File: config.mk
export PLATFORM = sky130hd
export DESIGN_NAME = battlefield_render
export DESIGN_NICKNAME = d
export VERILOG_FILES = /design/src/hw/render_pkg.sv /design/src/hw/unit_decode.sv /design/src/hw/sprite_fetch.sv /design/src/hw/pixel_compose.sv /design/src/hw/battlefield_render.sv
export VERILOG_INCLUDE_DIRS = /design/src /design/src/include
export SDC_FILE = /design/constraint.sdc
export NUM_CORES = 1
export LEC_CHECK = 0
export CAP_MARGIN = 0
export CORE_UTILIZATION = 61
export DETAILED_ROUTE_END_ITERATION = 10
export DONT_BUFFER_PORTS = 1
export PLACE_DENSITY = 0.8
export SLEW_MARGIN = 20
export SYNTH_ARGS = -nofsm -noshare
export SYNTH_HDL_FRONTEND = slang
export SYNTH_HIERARCHICAL = 1
export SYNTH_SLANG_ARGS = --single-unit
File: constraint.sdc
create_clock -name clk -period 5.25 [get_ports clk]
set_input_delay 0.2625 -clock clk [delete_from_list [all_inputs] [get_ports clk]]
set_output_delay 0.2625 -clock clk [all_outputs]
set_load 0.03 [all_outputs]
File: src/include/render_defines.svh
`ifndef RENDER_DEFINES_SVH
`define RENDER_DEFINES_SVH

`define UNITS_PER_SIDE  2
`define SPRITE_TYPES    4
`define TYPE_STRIDE     128     // rom pixels per sprite type
`define PX_PER_WORD     32      // 2-bit pixels per rom word
`define ROM_WORDS       16
`define SCALE_SHIFT     1       // sprites drawn at 2x

// sprite size per type in image pixels
`define SPRITE0_W       4'd8
`define SPRITE0_H       4'd8
`define SPRITE1_W       4'd8
`define SPRITE1_H       4'd6
`define SPRITE2_W       4'd6
`define SPRITE2_H       4'd8
`define SPRITE3_W       4'd4
`define SPRITE3_H       4'd4

`define SKY_END         10'd140
`define PATH_START      10'd170
`define PATH_END        10'd230
`define BOARD_START     10'd270

`define COLOR_WHITE     12'hfff
`define COLOR_RED       12'hf00
`define COLOR_BLACK     12'h000
`define COLOR_SKY       12'h2bf
`define COLOR_GRASS     12'h5b2
`define COLOR_PATH      12'hda5
`define COLOR_BOARD     12'hfb7

`define LATENCY         3       // scan in to pixel out

`endif

File: src/sprites_army.hex
// one 64-bit rom word per line, word 0 first
// pixel n of a word sits in bits 2n+1:2n, code 3 is transparent
5555aaaa0000fafa
0a0a5f5faaaa0000
aaaa0000ffff5555
00005555aaaaf0f0
0000aaaa5555fafa
a5a5f0f05a5a0a0a
5555fffa0000aaaa
0f0f0f0f55aa55aa
aaaa55550000ffaf
5a5a5a5a0f0f0f0f
0000ffff5555aaaa
a0a0a0a05f5f5f5f
55aa55aa0000fafa
ffff0000aaaa5555
050505050a0a0a0a
aaaaffff55550000

File: src/sprites_enemy.hex
// one 64-bit rom word per line, word 0 first
// pixel n of a word sits in bits 2n+1:2n, code 3 is transparent
5555000055550000
00005555a0a05555
0000aaaa55550000
5a5a00000a0a5555
5555000005050000
0000555555550f0f
00aa00aa55550000
5555555500000000
0000f5f555550000
55550000aaaa0000
0505050500005555
5555a5a500000000
0000555500f00000
5555000055550000
00000000aaaa5555
5555aaaa00000000

File: src/hw/render_pkg.sv
`default_nettype none

package render_pkg;

    // unit word with msb first
    typedef struct packed {
        logic        exist;
        logic [2:0]  kind;          // low 2 bits pick the sprite
        logic [9:0]  x;
        logic [9:0]  y;
        logic [11:0] hp;
        logic [3:0]  state;
        logic [3:0]  state_cnt;
        logic [11:0] damaged;
    } unit_t;

    localparam logic [3:0] ST_WALK   = 4'd0;
    localparam logic [3:0] ST_ATTACK = 4'd1;

    typedef struct packed {
        logic [9:0] h;
        logic [9:0] v;
    } scan_t;

    typedef struct packed {
        logic       hit;
        logic [8:0] addr;   // pixel index into the side's rom
    } sprite_req_t;

    typedef struct packed {
        logic       hit;
        logic [1:0] code;
    } sprite_px_t;

    // rom colour codes
    localparam logic [1:0] CODE_WHITE = 2'd0;
    localparam logic [1:0] CODE_BLACK = 2'd1;
    localparam logic [1:0] CODE_RED   = 2'd2;
    localparam logic [1:0] CODE_TRANS = 2'd3;

endpackage

`default_nettype wire

File: src/hw/unit_decode.sv
`default_nettype none
`include "render_defines.svh"

module unit_decode (
    input  logic                    clk,
    input  logic                    rst_n,
    input  render_pkg::scan_t       scan,
    input  render_pkg::unit_t       army [`UNITS_PER_SIDE],
    input  render_pkg::unit_t       enemy [`UNITS_PER_SIDE],
    output render_pkg::sprite_req_t army_req [`UNITS_PER_SIDE],
    output render_pkg::sprite_req_t enemy_req [`UNITS_PER_SIDE],
    output render_pkg::scan_t       scan_d1
);

    localparam int KIND_BITS = $clog2(`SPRITE_TYPES);

    localparam logic [3:0] SPR_W [`SPRITE_TYPES] = '{`SPRITE0_W, `SPRITE1_W,
                                                    `SPRITE2_W, `SPRITE3_W};
    localparam logic [3:0] SPR_H [`SPRITE_TYPES] = '{`SPRITE0_H, `SPRITE1_H,
                                                    `SPRITE2_H, `SPRITE3_H};

    function automatic render_pkg::sprite_req_t decode_unit(
        input render_pkg::unit_t u,
        input render_pkg::scan_t s
    );
        logic [KIND_BITS-1:0]    kind;
        logic [3:0]              w;
        logic [3:0]              h;
        logic                    frame;
        logic [10:0]             dx;
        logic [10:0]             dy;
        render_pkg::sprite_req_t req;

        kind = u.kind[KIND_BITS-1:0];
        w = SPR_W[kind];
        h = SPR_H[kind];

        case (u.state)
            render_pkg::ST_ATTACK: frame = 1'b1;
            render_pkg::ST_WALK:   frame = 1'b0;
            default:               frame = 1'b0;   // other states show walk
        endcase

        // offsets only meaningful when scan is right of / below the origin
        dx = {1'b0, s.h} - {1'b0, u.x};
        dy = {1'b0, s.v} - {1'b0, u.y};

        req.hit = u.exist
                  && (s.h >= u.x) && (dx < ({7'd0, w} << `SCALE_SHIFT))
                  && (s.v >= u.y) && (dy < ({7'd0, h} << `SCALE_SHIFT));
        req.addr = 9'(kind * `TYPE_STRIDE + frame * w * h
                      + (dy >> `SCALE_SHIFT) * w + (dx >> `SCALE_SHIFT));
        return req;
    endfunction

    genvar i;
    generate
        for (i = 0; i < `UNITS_PER_SIDE; i++) begin : g_lane
            always_ff @(posedge clk) begin
                if (!rst_n) begin
                    army_req[i].hit  <= 1'b0;
                    enemy_req[i].hit <= 1'b0;
                end else begin
                    army_req[i]  <= decode_unit(army[i], scan);
                    enemy_req[i] <= decode_unit(enemy[i], scan);
                end
            end
        end
    endgenerate

    always_ff @(posedge clk) begin
        if (!rst_n) begin
            scan_d1 <= '0;
        end else begin
            scan_d1 <= scan;    // keeps position aligned with req
        end
    end

endmodule

`default_nettype wire

File: src/hw/sprite_fetch.sv
`default_nettype none
`include "render_defines.svh"

module sprite_fetch (
    input  logic                    clk,
    input  logic                    rst_n,
    input  render_pkg::sprite_req_t army_req [`UNITS_PER_SIDE],
    input  render_pkg::sprite_req_t enemy_req [`UNITS_PER_SIDE],
    input  render_pkg::scan_t       scan_d1,
    output render_pkg::sprite_px_t  army_px [`UNITS_PER_SIDE],
    output render_pkg::sprite_px_t  enemy_px [`UNITS_PER_SIDE],
    output render_pkg::scan_t       scan_d2
);

    localparam int WORD_W     = 2 * `PX_PER_WORD;
    localparam int WORD_BITS  = $clog2(`ROM_WORDS);
    localparam int FIELD_BITS = $clog2(`PX_PER_WORD);

    logic [WORD_W-1:0] army_rom  [`ROM_WORDS];
    logic [WORD_W-1:0] enemy_rom [`ROM_WORDS];

    initial begin
        $readmemh("/design/src/sprites_army.hex", army_rom);
        $readmemh("/design/src/sprites_enemy.hex", enemy_rom);
    end

    // registered read with one port per lane
    logic [WORD_W-1:0]     army_word   [`UNITS_PER_SIDE];
    logic [WORD_W-1:0]     enemy_word  [`UNITS_PER_SIDE];
    logic [FIELD_BITS-1:0] army_field  [`UNITS_PER_SIDE];
    logic [FIELD_BITS-1:0] enemy_field [`UNITS_PER_SIDE];
    logic                  army_hit    [`UNITS_PER_SIDE];
    logic                  enemy_hit   [`UNITS_PER_SIDE];

    // field 0 sits in the low bits
    function automatic logic [1:0] pick_code(
        input logic [WORD_W-1:0]     word,
        input logic [FIELD_BITS-1:0] field
    );
        return word[{field, 1'b0} +: 2];
    endfunction

    genvar i;
    generate
        for (i = 0; i < `UNITS_PER_SIDE; i++) begin : g_lane
            always_ff @(posedge clk) begin
                army_word[i]   <= army_rom[army_req[i].addr[FIELD_BITS +: WORD_BITS]];
                enemy_word[i]  <= enemy_rom[enemy_req[i].addr[FIELD_BITS +: WORD_BITS]];
                army_field[i]  <= army_req[i].addr[FIELD_BITS-1:0];
                enemy_field[i] <= enemy_req[i].addr[FIELD_BITS-1:0];
                if (!rst_n) begin
                    army_hit[i]  <= 1'b0;
                    enemy_hit[i] <= 1'b0;
                end else begin
                    army_hit[i]  <= army_req[i].hit;
                    enemy_hit[i] <= enemy_req[i].hit;
                end
            end

            assign army_px[i]  = '{hit: army_hit[i],
                                   code: pick_code(army_word[i], army_field[i])};
            assign enemy_px[i] = '{hit: enemy_hit[i],
                                   code: pick_code(enemy_word[i], enemy_field[i])};
        end
    endgenerate

    always_ff @(posedge clk) begin
        if (!rst_n) begin
            scan_d2 <= '0;
        end else begin
            scan_d2 <= scan_d1;
        end
    end

endmodule

`default_nettype wire

File: src/hw/pixel_compose.sv
`default_nettype none
`include "render_defines.svh"

module pixel_compose (
    input  logic                   clk,
    input  logic                   rst_n,
    input  render_pkg::sprite_px_t army_px [`UNITS_PER_SIDE],
    input  render_pkg::sprite_px_t enemy_px [`UNITS_PER_SIDE],
    input  render_pkg::scan_t      scan_d2,
    output logic [11:0]            pixel
);

    localparam int LANES = 2 * `UNITS_PER_SIDE;

    render_pkg::sprite_px_t lane [LANES];   // army lanes first
    logic                   win;
    logic [1:0]             win_code;
    logic [11:0]            pixel_next;

    function automatic logic [11:0] palette(input logic [1:0] code);
        case (code)
            render_pkg::CODE_WHITE: return `COLOR_WHITE;
            render_pkg::CODE_RED:   return `COLOR_RED;
            render_pkg::CODE_BLACK: return `COLOR_BLACK;
            default:                return `COLOR_BLACK;
        endcase
    endfunction

    always_comb begin
        for (int i = 0; i < `UNITS_PER_SIDE; i++) begin
            lane[i]                   = army_px[i];
            lane[i + `UNITS_PER_SIDE] = enemy_px[i];
        end
    end

    // first opaque hit in lane order wins
    always_comb begin
        win      = 1'b0;
        win_code = render_pkg::CODE_TRANS;
        for (int i = 0; i < LANES; i++) begin
            if (!win && lane[i].hit && lane[i].code != render_pkg::CODE_TRANS) begin
                win      = 1'b1;
                win_code = lane[i].code;
            end
        end
    end

    always_comb begin
        if (scan_d2.v >= `BOARD_START) begin
            pixel_next = `COLOR_BOARD;      // lower half is flat
        end else if (win) begin
            pixel_next = palette(win_code);
        end else if (scan_d2.v >= `PATH_START && scan_d2.v < `PATH_END) begin
            pixel_next = `COLOR_PATH;
        end else if (scan_d2.v >= `SKY_END) begin
            pixel_next = `COLOR_GRASS;
        end else begin
            pixel_next = `COLOR_SKY;
        end
    end

    always_ff @(posedge clk) begin
        if (!rst_n) begin
            pixel <= '0;
        end else begin
            pixel <= pixel_next;
        end
    end

endmodule

`default_nettype wire

File: src/hw/battlefield_render.sv
`default_nettype none
`include "render_defines.svh"

module battlefield_render (
    input  logic              clk,
    input  logic              rst_n,
    input  render_pkg::scan_t scan,
    input  render_pkg::unit_t army [`UNITS_PER_SIDE],
    input  render_pkg::unit_t enemy [`UNITS_PER_SIDE],
    output logic [11:0]       pixel
);

    render_pkg::sprite_req_t army_req  [`UNITS_PER_SIDE];
    render_pkg::sprite_req_t enemy_req [`UNITS_PER_SIDE];
    render_pkg::sprite_px_t  army_px   [`UNITS_PER_SIDE];
    render_pkg::sprite_px_t  enemy_px  [`UNITS_PER_SIDE];
    render_pkg::scan_t       scan_d1;
    render_pkg::scan_t       scan_d2;

    unit_decode unit_decode_inst (
        .clk       (clk),
        .rst_n     (rst_n),
        .scan      (scan),
        .army      (army),
        .enemy     (enemy),
        .army_req  (army_req),
        .enemy_req (enemy_req),
        .scan_d1   (scan_d1)
    );

    sprite_fetch sprite_fetch_inst (
        .clk       (clk),
        .rst_n     (rst_n),
        .army_req  (army_req),
        .enemy_req (enemy_req),
        .scan_d1   (scan_d1),
        .army_px   (army_px),
        .enemy_px  (enemy_px),
        .scan_d2   (scan_d2)
    );

    pixel_compose pixel_compose_inst (
        .clk      (clk),
        .rst_n    (rst_n),
        .army_px  (army_px),
        .enemy_px (enemy_px),
        .scan_d2  (scan_d2),
        .pixel    (pixel)
    );

endmodule

`default_nettype wire

==> metrics.cfg <==
[die]
die_w_um=96.09
start_util_pct=64.43
rows=33
dieArea_mm2=0.009233
core_area_mm2=0.008382
io-pin-count=258
die-height_um=96.09

[timing]
finalCritPeriodShare_pct=61.10
period_needed_ps=3208
fin_skew_ps=4.435
setup_viol=0
relSlewSlack_pct=58.14
worstMarginPinSlew_ps=626.7
tns_ps=0
rsz0062_at_grt=no
hold_violations=0
slew_violations=0
max_freq_ghz=0.3117

[detailed_routing]
drc=0
vias=4846
drtIter0Drc=187
routedWlPerCell_um=16.25
ant_nets=0
via_per_inst=6.134
dr.pass1.iters=5
routed_wl_um=12830

[job]
drv_cap=0

[worst_setup_path]
path_buf_inv=3
crit_fanout=4
critical-path-top-delay-family=simple AND/OR/NAND/NOR gates
crit_arrival_ps=3340
cp_slowest_cell=or4b_1
crit_path_cell_trace=inv_1 -> ha_1 -> inv_1 -> fa_1 -> a21o_1 -> a21oi_1 -> xor2_1 -> inv_1 -> ha_1 -> nor3_1 -> o2111ai_1 -> nor4_1 -> or4b_1 -> nor4bb_1
crit_required_ps=5390
endpoint_kind=flip-flop
slowest_delay_ps=470
setup.worst_path.start_class=input pin
crit_top_cell=inv_1
critPathKind=in -> reg

[final_layout]
fin_cells=790
layout.nets=1033
area_growth_pct=1.158
drive_gt1_share_pct=3.947

[run_status]
status=complete, no violations

[hold_path]
hp-class=in -> reg

[global_routing]
antenna_found_initial=1
grt_overflow=0
grt_pass1_vias=4700
track_usage_pct=27.80
grt_pass1_wl_um=19910
grt_max_degree=35

[placed_design]
port_buffers=0
dp_hpwl_um=11030
dp_cells=781
place_congestion=0.8975

[cts]
ctsHoldBuffers=0
insertion_delay_ps=270
cts_max_level=2
post_cts_buffers=0
cts_inserted_buffers=5
cts_tree=built
path_clk_slew_ps=60
postCtsResizedCells=0
cts_max_path_buffers=2
ctsRootBufferMaster=clkbuf_8
cts_sinks=34

[synth]
ys_warn_count=6
netlist_instances=699
syn-mean-instance-area_um2=7.726
synthesis.area_mm2=0.005400

[power]
peakVddDrop_v=0.00009341
p_leak_nw=2.676
p_per_area_mw_per_mm2=176.1

## per-stage QoR
step	hold slack (ps)	area [um^2]	setup WS (ps)	total power [W]	utilization, %
after global routing	98.21	5460	1873	0.001033	65.14
after detailed placement	389.8	5369	1863	0.0007697	64.05
final	106.1	5463	2042	0.0009622	65.17
after floorplan	384.2	5426	2370	0.0006886	-
after global placement	388.1	5369	1891	0.0007452	64.05
after CTS	99.84	5460	2140	0.0009612	65.14
## path summary, 6_finish.rpt
check | from | to | slack [ps] | cells after the start
setup / recovery | scan[0] | unit_decode_inst/army_req[19] | 2040 | 14
hold / removal | rst_n | sprite_fetch_inst/scan_d2[5] | 110 | 1
setup reg to reg | sprite_fetch_inst/scan_d2[5] | pixel_compose_inst/pixel[11] | 3410 | 5
hold reg to reg | unit_decode_inst/scan_d1[5] | sprite_fetch_inst/scan_d2[5] | 430 | 1
## power by group
| part | switching [W] | internal (W) | leakage, nW | total (W) |
|---|---|---|---|---|
| Combinational | 0.000266 | 0.000222 | 2.35 | 0.000488 |
| Clock | 0.0000833 | 0.000106 | 0.0482 | 0.000189 |
| Sequential | 0.0000170 | 0.000268 | 0.280 | 0.000285 |
## layout by cell type (no fill, tap or decap), types with 8 or more instances in the layout
cell type / instances
nor2b_1: 15
a21boi_0: 8
inv_1: 112
o21a_1: 24
conb_1: 8
xor2_1: 14
nor2_1: 35
dfxtp_1: 34
nand2b_1: 20
a21o_1: 14
xnor2_1: 30
a21oi_1: 33
o2111ai_1: 8
ha_1: 96
and2_2: 8
nand3_1: 8
nand2_1: 26
nor3_1: 10
and2_1: 16
fa_1: 8
or3_1: 8
o21ai_0: 37
## flip-flops by register name, summed over array words and instances, names as in the netlist
signal                       cells
sprite_fetch_inst/enemy_hit      2
sprite_fetch_inst/army_hit       2
unit_decode_inst/army_req        2
unit_decode_inst/enemy_req       2
unit_decode_inst/scan_d1         9
sprite_fetch_inst/scan_d2        9
pixel_compose_inst/pixel         8
## per-layer routing
metal / routed length, um / GRT usage, %
met1: 5112 / 29.50
met2: 6272 / 51.36
met3: 1172 / 8.926
met4: 276 / 9.328
met5: 0 / 0
## area by class of cell
| class | count | area [um^2] |
|---|---|---|
| Antenna cell | 1 | 2.502 |
| Tap cell | 105 | 131.4 |
| Sequential cell | 34 | 680.7 |
| Multi-Input combinational cell | 528 | 4129 |
| Fill cell | 729 | 2919 |
| Inverter | 114 | 427.9 |
| Clock buffer | 7 | 86.33 |
| Clock inverter | 1 | 5.005 |
(Power assumes the default switching activity.)
